[config.mk]
export PLATFORM = sky130hd
export DESIGN_NAME = resultDrain
export DESIGN_NICKNAME = d
export VERILOG_FILES = /design/src/source/divPkg.sv /design/src/source/resultDrain.sv
export SDC_FILE = /design/constraint.sdc
export NUM_CORES = 1
export LEC_CHECK = 0
export BUFFER_PORTS_ARGS = -buffer_cell sky130_fd_sc_hd__clkbuf_2
export CORE_MARGIN = 2
export CORE_UTILIZATION = 41
export DETAILED_ROUTE_END_ITERATION = 8
export PLACE_DENSITY = 0.76
export SLEW_MARGIN = 20
export SYNTH_ARGS = -nofsm -noshare
export SYNTH_HDL_FRONTEND = slang
export SYNTH_SLANG_ARGS = --single-unit
[constraint.sdc]
create_clock -name clk -period 2.9 [get_ports clk]
set_input_delay 0.145 -clock clk [delete_from_list [all_inputs] [get_ports clk]]
set_output_delay 0.145 -clock clk [all_outputs]
set_load 0.1 [all_outputs]
[src/source/divPkg.sv]
// shared definitions for the division unit
// word, FIFO and counter widths, serial divider latency
// divider state and result path enums
// reciprocal table for the constant-divisor engine
`default_nettype none

package divPkg;

	// ====================
	// widths and depths
	// ====================
	localparam int WIDTH = 32;
	localparam int FIFO_DEPTH = 4;
	localparam int COUNT_WIDTH = 16;
	// one load edge plus one edge per quotient bit
	localparam int SLOW_LATENCY = WIDTH + 1;

	// 2^WIDTH, base for the reciprocal table
	localparam logic [2*WIDTH-1:0] RECIP_ONE = {{(WIDTH-1){1'b0}}, 1'b1, {WIDTH{1'b0}}};

	// ====================
	// enums
	// ====================
	typedef enum logic {
		DIV_IDLE,
		DIV_ITERATE
	} divState_t;

	typedef enum logic [1:0] {
		PATH_ZERO = 2'd0,
		PATH_FAST = 2'd1,
		PATH_SLOW = 2'd2
	} divPath_t;

	// floor(2^WIDTH / divisor) for table entries, zero otherwise
	// divisor one saturates to all ones, still nonzero so it counts as in the table
	function automatic logic [WIDTH-1:0] fastReciprocal(input logic [WIDTH-1:0] divisor);
		logic [2*WIDTH-1:0] scaled;
		case (divisor)
			1: scaled = RECIP_ONE - 1;
			2: scaled = RECIP_ONE / 2;
			3: scaled = RECIP_ONE / 3;
			4: scaled = RECIP_ONE / 4;
			5: scaled = RECIP_ONE / 5;
			6: scaled = RECIP_ONE / 6;
			7: scaled = RECIP_ONE / 7;
			8: scaled = RECIP_ONE / 8;
			9: scaled = RECIP_ONE / 9;
			10: scaled = RECIP_ONE / 10;
			16: scaled = RECIP_ONE / 16;
			64: scaled = RECIP_ONE / 64;
			100: scaled = RECIP_ONE / 100;
			256: scaled = RECIP_ONE / 256;
			1000: scaled = RECIP_ONE / 1000;
			default: scaled = '0;
		endcase
		return scaled[WIDTH-1:0];
	endfunction

endpackage

`default_nettype wire

[src/source/resultDrain.sv]
// consumer side of the division unit
// pops under the ready level, registers the result outward
// running counts of results and divide-by-zero results
`default_nettype none

module resultDrain (
	input  logic                           clk,
	input  logic                           reset,
	input  logic                           resultReady,
	input  logic                           fifoEmpty,
	input  logic [divPkg::WIDTH-1:0]       headQuotient,
	input  logic [divPkg::WIDTH-1:0]       headRemainder,
	input  logic                           headDbz,
	input  divPkg::divPath_t               headPath,
	output logic                           fifoPop,
	output logic                           resultValid,
	output logic                           divByZero,
	output logic [divPkg::WIDTH-1:0]       quotient,
	output logic [divPkg::WIDTH-1:0]       remainder,
	output divPkg::divPath_t               path,
	output logic [divPkg::COUNT_WIDTH-1:0] resultCount,
	output logic [divPkg::COUNT_WIDTH-1:0] dbzCount
);
	import divPkg::*;

	// at most one result per cycle
	assign fifoPop = !fifoEmpty && resultReady;

	// valid pulse and counters
	always_ff @(posedge clk) begin
		if (reset) begin
			resultValid <= 1'b0;
			resultCount <= '0;
			dbzCount <= '0;
		end else begin
			resultValid <= fifoPop;
			// counters wrap at COUNT_WIDTH
			if (fifoPop) begin
				resultCount <= resultCount + 1'b1;
			end
			if (fifoPop && headDbz) begin
				dbzCount <= dbzCount + 1'b1;
			end
		end
	end

	// outward result, held until the next pop
	always_ff @(posedge clk) begin
		if (fifoPop) begin
			quotient <= headQuotient;
			remainder <= headRemainder;
			divByZero <= headDbz;
			path <= headPath;
		end
	end

endmodule

`default_nettype wire

==> results.cfg <==
[pwr]
powerDensity_nw_per_um2 = 590
total_power_mw = 3.13
swShare = 0.344
leakagePower_nw = 2.24
p_int_mw = 2.06
p_clk_frac = 0.254
switchingPower_mw = 1.08
p_seq_frac = 0.517
combPwrFrac = 0.229
ir_drop_mv = 0.242

[floorplanning]
dieArea_sq_um = 9280
initial_utilization = 0.423
die_w_um = 96.3
coreArea_sq_um = 8260
placementRows = 33
die_height_um = 96.3
io_pins = 172

[yosys]
synth_cells = 231
syn-cell-area_sq_um = 3490
yosysTopAreaCellShare = 0.576
synth_area_leaders = edfxtp_1, dfxtp_1, xor2_1
synth_area_per_cell_sq_um = 15.1
seq_area_frac_synth = 0.765
synth_nets = 304
synth-seq-cells = 100
yosys_warnings = 0
yosysUniqueCellTypes = 33
synth_top_cell_by_area = edfxtp_1

[final_layout]
final_util = 0.643
nFillCells = 634
drive_gt1_frac = 0.404
regArea_sq_um = 2670
syn2layout_area_growth_pct = 52.0
nNetsFinal = 546
stdcell_count = 585
final_cell_area_sq_um = 5310
multi_input_area_sq_um = 786

[cts]
cts-root-buf = clkbuf_8
clock_sinks = 100
cts_tree = done
h-tree-depth = 3
clk_pin_slew_ps = 100
insertion_delay_ps = 350
numCtsBuffers = 9
cts_buffer_depth = 2
ctsResizeCount = 0

[sta]
final.min_clock_period_ps = 1590
finalCritPeriodShare = 0.547
final_max_slew_viol_count = 0
tns_ps = 0
skew_ps = 10.1
whs_ps = 53.5
rsz0062_at_grt = false
finalHoldViolCount = 0
tightest_slew_ps = 675
worst_slack_ps = 1310
setup_viol = 0
max_freq_mhz = 631
relSlewSlack = 0.550

[drt]
drc_errors = 0
vias = 2844
first_pass_iters = 5
detail-route-antenna-nets = 0
vias_per_cell = 4.86
drtIter0Drc = 94
routed_wl_mm = 9.60
routedWlPerCell_um = 16.4

[placed_design]
postPlaceCellArea_sq_um = 4470
dp_slack_ps = 1370
gp_congestion = 0.788
place_hpwl_mm = 6.06
io_buffers = 171
placedCellCount = 501

[grt]
grt_antenna_before_repair = 2
overflow = 0
grt_max_degree = 76
grt_pass1_vias = 2630
grt_pass1_wl_mm = 13.6
grtUsageTotal = 0.198

[setup_path]
crit_family = simple AND/OR/NAND/NOR gates
slowest_stage = dfxtp_1
worst-endpoint-arrival_ps = 1860
crit_type = register to register
cpPeakStageDelay_ps = 440
cp.required_ps = 3170
path_cells = and4_1, nand4_4, or3_1, a21oi_1
critPathBufInv = 0
start_kind = register
cp_max_fo = 7
crit_path_end_kind = register

[run_status]
status = finished clean

[min_path]
hold_path_class = input port to register

[job]
drv_cap = 0
==> final timing paths <==
check / start / endpoint / slack [ps] / depth (start not counted)
worst max-delay path: resultCount[3]$_SDFFE_PP0P_ / resultCount[15]$_SDFFE_PP0P_ / 1310 / 4
worst min-delay path: headDbz / divByZero$_DFFE_PP_ / 50 / 1
worst max register to register: resultCount[3]$_SDFFE_PP0P_ / resultCount[15]$_SDFFE_PP0P_ / 1310 / 4
worst min register to register: dbzCount[14]$_SDFFE_PP0P_ / dbzCount[14]$_SDFFE_PP0P_ / 510 / 2
==> power by group through the flow <==
stage | clock network [mW] | registers, mW | logic (mW)
after floorplan | 0 | 2.13 | 0.0341
after global routing | 0.875 | 1.63 | 0.737
after detailed placement | 0 | 1.65 | 0.640
final | 0.796 | 1.62 | 0.718
after global placement | 0 | 1.64 | 0.636
after CTS | 0.820 | 1.62 | 0.714
==> registers in the layout, indices dropped and copies added, names as in the netlist <==
| register | cells |
|---|---|
| dbzCount | 16 |
| divByZero | 1 |
| path | 2 |
| quotient | 32 |
| remainder | 32 |
| resultCount | 16 |
| resultValid | 1 |
==> cell type report <==
type                            count  area share
Clock buffer                       10      0.0240
Clock inverter                      6     0.00895
Inverter                            1    0.000707
Timing Repair Buffer              238       0.289
Multi-Input combinational cell    123       0.148
Sequential cell                   100       0.503
Tap cell                          105      0.0247
Antenna cell                        2    0.000943
==> cells in the final DEF (no fill, tap or decap), drive strengths merged, types with 2 or more instances in the layout <==
master       instances
ha                   2
nor2                22
a21oi                8
and4                 4
xor2                17
and4b                3
clkbuf             181
edfxtp              67
xnor2                4
nand4               13
o21ai                8
nor2b                2
nand3               10
diode                2
dfxtp               33
inv                  3
dlygate4sd3         66
and3                 3
clkinv               4
nand2                9
nor3                 2
or3                  7
nor4                 2
==> routing by layer <==
layer / vias up / GRT usage / part of all wire
met5: - / 0 / 0
met4: 0 / 0.0927 / 0.024
met3: 20 / 0.0478 / 0.081
met2: 139 / 0.336 / 0.49
met1: 1345 / 0.237 / 0.40
li1: 1340 / - / -
==> kinds of logic (layout without fill, tap and decap cells) <==
logic type	count (synthesis)	after routing	share of synthesized area
buffers and inverters	8	255	0.0125
adders and majority gates	2	2	0.00716
DFF	100	100	0.765
xor gates and xnor gates	21	21	0.0526
muxes	1	1	0.00286
AOI/OAI and AO/OA	18	18	0.0283
other	0	2	0
and+or+nand+nor	81	81	0.132
==> timing repair <==
item,4_1_cts,5_1_grt
hold buffers,66,0
endpoints found under the hold margin,66,0
buffers inserted,0,0
==> cell usage after synthesis (all sizes together) <==
cell type	n
o21ba	1
nand2	9
nand3	10
or2	1
and3	3
xnor2	4
buf	2
and4b	3
clkbuf	4
or3	7
o21ai	8
nor2b	2
a21oi	8
ha	2
xor2	17
and4	4
nor2	22
mux2i	1
dlygate4sd1	1
o31a	1
and2	1
dfxtp	33
nor4	2
edfxtp	67
nand4	13
nor3	2
nand3b	1
inv	1
nand4b	1
Power figures use the tool's default switching activity.
