File: src/source/divPkg.sv
// shared definitions for the division unit
// word, FIFO and counter widths, serial divider latency
// divider state and result path enums
// reciprocal table for the constant-divisor engine
`default_nettype none

package divPkg;

	// ====================
	// widths and depths
	// ====================
	localparam int WIDTH = 32;
	localparam int FIFO_DEPTH = 4;
	localparam int COUNT_WIDTH = 16;
	// one load edge plus one edge per quotient bit
	localparam int SLOW_LATENCY = WIDTH + 1;

	// 2^WIDTH, base for the reciprocal table
	localparam logic [2*WIDTH-1:0] RECIP_ONE = {{(WIDTH-1){1'b0}}, 1'b1, {WIDTH{1'b0}}};

	// ====================
	// enums
	// ====================
	typedef enum logic {
		DIV_IDLE,
		DIV_ITERATE
	} divState_t;

	typedef enum logic [1:0] {
		PATH_ZERO = 2'd0,
		PATH_FAST = 2'd1,
		PATH_SLOW = 2'd2
	} divPath_t;

	// floor(2^WIDTH / divisor) for table entries, zero otherwise
	// divisor one saturates to all ones, still nonzero so it counts as in the table
	function automatic logic [WIDTH-1:0] fastReciprocal(input logic [WIDTH-1:0] divisor);
		logic [2*WIDTH-1:0] scaled;
		case (divisor)
			1: scaled = RECIP_ONE - 1;
			2: scaled = RECIP_ONE / 2;
			3: scaled = RECIP_ONE / 3;
			4: scaled = RECIP_ONE / 4;
			5: scaled = RECIP_ONE / 5;
			6: scaled = RECIP_ONE / 6;
			7: scaled = RECIP_ONE / 7;
			8: scaled = RECIP_ONE / 8;
			9: scaled = RECIP_ONE / 9;
			10: scaled = RECIP_ONE / 10;
			16: scaled = RECIP_ONE / 16;
			64: scaled = RECIP_ONE / 64;
			100: scaled = RECIP_ONE / 100;
			256: scaled = RECIP_ONE / 256;
			1000: scaled = RECIP_ONE / 1000;
			default: scaled = '0;
		endcase
		return scaled[WIDTH-1:0];
	endfunction

endpackage

`default_nettype wire

File: src/source/resultFifo.sv
// in-order result buffer
// circular storage with read and write pointers and an occupancy count
`default_nettype none

module resultFifo (
	input  logic                     clk,
	input  logic                     reset,
	input  logic                     push,
	input  logic                     pop,
	input  logic [divPkg::WIDTH-1:0] inQuotient,
	input  logic [divPkg::WIDTH-1:0] inRemainder,
	input  logic                     inDbz,
	input  divPkg::divPath_t         inPath,
	output logic [divPkg::WIDTH-1:0] headQuotient,
	output logic [divPkg::WIDTH-1:0] headRemainder,
	output logic                     headDbz,
	output divPkg::divPath_t         headPath,
	output logic                     full,
	output logic                     empty
);
	import divPkg::*;

	typedef logic [$clog2(FIFO_DEPTH)-1:0] ptr_t;
	typedef logic [$clog2(FIFO_DEPTH+1)-1:0] count_t;

	logic [WIDTH-1:0] quotMem [FIFO_DEPTH];
	logic [WIDTH-1:0] remMem [FIFO_DEPTH];
	logic dbzMem [FIFO_DEPTH];
	divPath_t pathMem [FIFO_DEPTH];
	ptr_t wrPtr;
	ptr_t rdPtr;
	count_t count;

	// ====================
	// pointers and count
	// ====================
	always_ff @(posedge clk) begin
		if (reset) begin
			wrPtr <= '0;
			rdPtr <= '0;
			count <= '0;
		end else begin
			if (push) begin
				wrPtr <= (wrPtr == ptr_t'(FIFO_DEPTH - 1)) ? '0 : wrPtr + 1'b1;
			end
			if (pop) begin
				rdPtr <= (rdPtr == ptr_t'(FIFO_DEPTH - 1)) ? '0 : rdPtr + 1'b1;
			end
			// simultaneous push and pop leaves count alone
			if (push && !pop) begin
				count <= count + 1'b1;
			end else if (pop && !push) begin
				count <= count - 1'b1;
			end
		end
	end

	// storage
	always_ff @(posedge clk) begin
		if (push) begin
			quotMem[wrPtr] <= inQuotient;
			remMem[wrPtr] <= inRemainder;
			dbzMem[wrPtr] <= inDbz;
			pathMem[wrPtr] <= inPath;
		end
	end

	// head entry read straight from storage
	assign headQuotient = quotMem[rdPtr];
	assign headRemainder = remMem[rdPtr];
	assign headDbz = dbzMem[rdPtr];
	assign headPath = pathMem[rdPtr];

	assign full = (count == count_t'(FIFO_DEPTH));
	assign empty = (count == '0);

	overflow: assert property (@(posedge clk) disable iff (reset) push |-> !full)
		else $error("resultFifo overflow");

	underflow: assert property (@(posedge clk) disable iff (reset) pop |-> !empty)
		else $error("resultFifo underflow");

endmodule

`default_nettype wire

File: config.mk
export PLATFORM = sky130hd
export DESIGN_NAME = resultFifo
export DESIGN_NICKNAME = d
export VERILOG_FILES = /design/src/source/divPkg.sv /design/src/source/resultFifo.sv
export SDC_FILE = /design/constraint.sdc
export NUM_CORES = 1
export LEC_CHECK = 0
export BUFFER_PORTS_ARGS = -buffer_cell sky130_fd_sc_hd__buf_2
export CAP_MARGIN = 20
export CORE_MARGIN = 10
export CORE_UTILIZATION = 55
export CTS_BUF_LIST = sky130_fd_sc_hd__clkbuf_16
export DETAILED_ROUTE_END_ITERATION = 16
export GPL_ROUTABILITY_DRIVEN = 0
export MAX_ROUTING_LAYER = met4
export PLACE_DENSITY = 0.85
export SYNTH_ARGS = -nofsm -noshare
export SYNTH_HDL_FRONTEND = slang
export SYNTH_SLANG_ARGS = --single-unit
File: constraint.sdc
create_clock -name clk -period 5.5 [get_ports clk]
set_clock_uncertainty 0.1 [all_clocks]
set_input_delay 0.275 -clock clk [delete_from_list [all_inputs] [get_ports clk]]
set_output_delay 0.275 -clock clk [all_outputs]
set_load 0.01 [all_outputs]
==> results_dict.tcl <==
set metrics [dict create \
    outcome "completed" \
    rsz0062_at_grt "false" \
    start_kind "flop" \
    max-cap-violations 0 \
    ys_seq_area_share_pct 81.1 \
    finalWirelength_um 19200 \
    power_density_nw_per_um2 381 \
    required_ns 5.12 \
    core_area_um2 18000 \
    maxSlewViolCount 0 \
    areaGrowthSynthToFinish_pct 25.0 \
    final_cell_mix "edfxtp_1, buf_2, dlygate4sd3_1" \
    clkSlewWorstSetupHoldPaths_ns 0.06 \
    dr.pass1.iters 4 \
    ir_drop_v 0.000363 \
    hold_violations 0 \
    syn_area_per_cell_um2 25.7 \
    die_y_um 156 \
    cts-htree-levels 1 \
    grt_pass1_vias 5401 \
    max_stage_delay_ns 0.88 \
    synth_nets 472 \
    num_vias 4761 \
    cp_data_arrival_time_ns 2.82 \
    fin_hold_ws_ns 0.0306 \
    r2r-end "quotMem[2][2]" \
    synth_warnings 0 \
    cts-root-buf "clkbuf_16" \
    ys_seq_elements 277 \
    worst_pin_slew_ns 1.03 \
    wl_per_cell_um 22.0 \
    numCtsBuffers 28 \
    antenna_found_initial 1 \
    finalSetupTns_ns 0 \
    post_cts_buffers 0 \
    dpl.cell_count 748 \
    ff_latch_area_um2 8240 \
    clkSinkCount 277 \
    grt_pass1_wl_um 30100 \
    grtUsageTotal_pct 16.1 \
    synth_cell_types 20 \
    dpl.hpwl_um 11100 \
    worstRegToRegCells 3 \
    syn_inst 394 \
    die_w_um 156 \
    die_area_um2 24300 \
    rows 49 \
    fill_cells 1103 \
    nNetsFinal 696 \
    antenna_left 0 \
    synthesis.area_um2 10100 \
    crit_fanout 39 \
    max_freq_ghz 0.313 \
    cp-endpoint "headRemainder[27]" \
    fin_cells 870 \
    r2r_start "wrPtr[0]" \
    cpMaxStageDelayCell "dfxtp_4" \
    cts_tree "yes" \
    route.detailed.drc 0 \
    cts_buffer_depth 3 \
    critPathKind "flop to primary output" \
    worstPathCellList "buf_4, mux4_2, buf_2" \
    setup_viol 0 \
    r2r_setup_slack_ns 3.56 \
    leakagePower_uw 0.00438 \
    port_buffers 139 \
    start_util_pct 56.3 \
    clk_latency_ns 0.52 \
    drive_above_1_share_pct 39.5 \
    drtIter0Drc 227 \
    slew_headroom_pct 31.2 \
    hold_class "input port to flop" \
    period_share_pct 58.0 \
    ios 140 \
    avgViaCountPerCell 5.47 \
    grt-ovfl-total 0 \
    period_needed_ns 3.19 \
    multi_input_area_um2 1760 \
    layout_commonest_cell "edfxtp_1" \
    crit_path_end_kind "primary output" \
    grt_max_degree 68 \
]
layer usage:
metal | track usage [%] | share of wire, %
met1 | 20.0 | 42
met2 | 27.0 | 51
met3 | 3.28 | 5.1
met4 | 3.52 | 1.5
met5 | - | 0
flip-flops by register name, indices dropped and copies added, names as in the netlist, named ones only:
| signal | cells |
|---|---|
| count | 3 |
| dbzMem | 4 |
| pathMem | 8 |
| quotMem | 128 |
| rdPtr | 2 |
| remMem | 128 |
| wrPtr | 2 |
where the power goes:
group	internal [uW]	switching (uW)	total, uW
combinational	203	196	399
sequential	2420	53.3	2470
clock	1230	734	1960
layout make-up:
class	count	area share (%)
diodes	1	0.0197
clock buffers	29	5.73
clock inverters	23	1.99
inverters	4	0.118
multi-input cells	98	13.9
flip-flops and latches	277	65.0
well taps	229	2.26
repair buffers	209	11.0
worst max-delay path: cells and delay by family (launching register included):
kind,cells,cell delay (ns)
muxes,1,0.61
buffers and inverters,2,0.77
DFF,1,0.88
cells by family (layout without fill, tap and decap cells):
kind of cell / after synthesis / count (layout) / synth area share (%)
DFF: 277 / 277 / 81.1
xor gates and xnor gates: 2 / 2 / 0.173
muxes: 71 / 71 / 15.3
AOI/OAI and AO/OA: 3 / 3 / 0.148
buffers and inverters: 19 / 265 / 1.58
and+or+nand+nor: 15 / 15 / 0.765
adders and majority gates: 7 / 7 / 0.938
other: 0 / 1 / 0
worst min-delay path by stage:
stage,from,to,slack [ns],depth (start not counted)
2_1_floorplan,reset,count[2],0.24,1
3_3_place_gp,count[2],count[2],0.38,2
3_5_place_dp,inQuotient[26],quotMem[2][26],0.39,1
4_1_cts,push,wrPtr[1],0.01,3
5_1_grt,push,wrPtr[0],0.06,3
6_report,push,wrPtr[1],0.03,3
Yosys cell counts:
| master | instances | area (um2) |
|---|---|---|
| mux4_2 | 67 | 1510 |
| mux2i_1 | 4 | 40.0 |
| and2_1 | 4 | 25.0 |
| buf_12 | 4 | 80.1 |
| ha_1 | 6 | 75.1 |
| inv_1 | 4 | 15.0 |
| buf_4 | 3 | 22.5 |
| edfxtp_1 | 268 | 8050 |
| dfxtp_1 | 9 | 180 |
| buf_6 | 1 | 11.3 |
| nor2_1 | 7 | 26.3 |
| nor3b_1 | 2 | 15.0 |
| a21oi_1 | 2 | 10.0 |
| o21ai_0 | 1 | 5.00 |
| or3_1 | 1 | 6.26 |
| xor2_1 | 2 | 17.5 |
| buf_1 | 3 | 11.3 |
| fa_1 | 1 | 20.0 |
| buf_2 | 4 | 20.0 |
| nor3_1 | 1 | 5.00 |
timing repair:
item / CTS / global route
resized for setup: 0 / 0
hold buffers: 69 / 0
endpoints found under the hold margin: 277 / 0
metrics by stage:
step	cell area [um2]	power [uW]	setup WS [ns]	utilization [%]
2_1_floorplan	10100	2720	2.85	-
3_3_place_gp	11000	2860	2.80	61.1
3_5_place_dp	11000	2880	2.76	61.1
4_1_cts	12700	4880	2.20	70.3
5_1_grt	12700	5010	2.06	70.3
6_report	12700	4830	2.31	70.3
(Power assumes the default switching activity.)
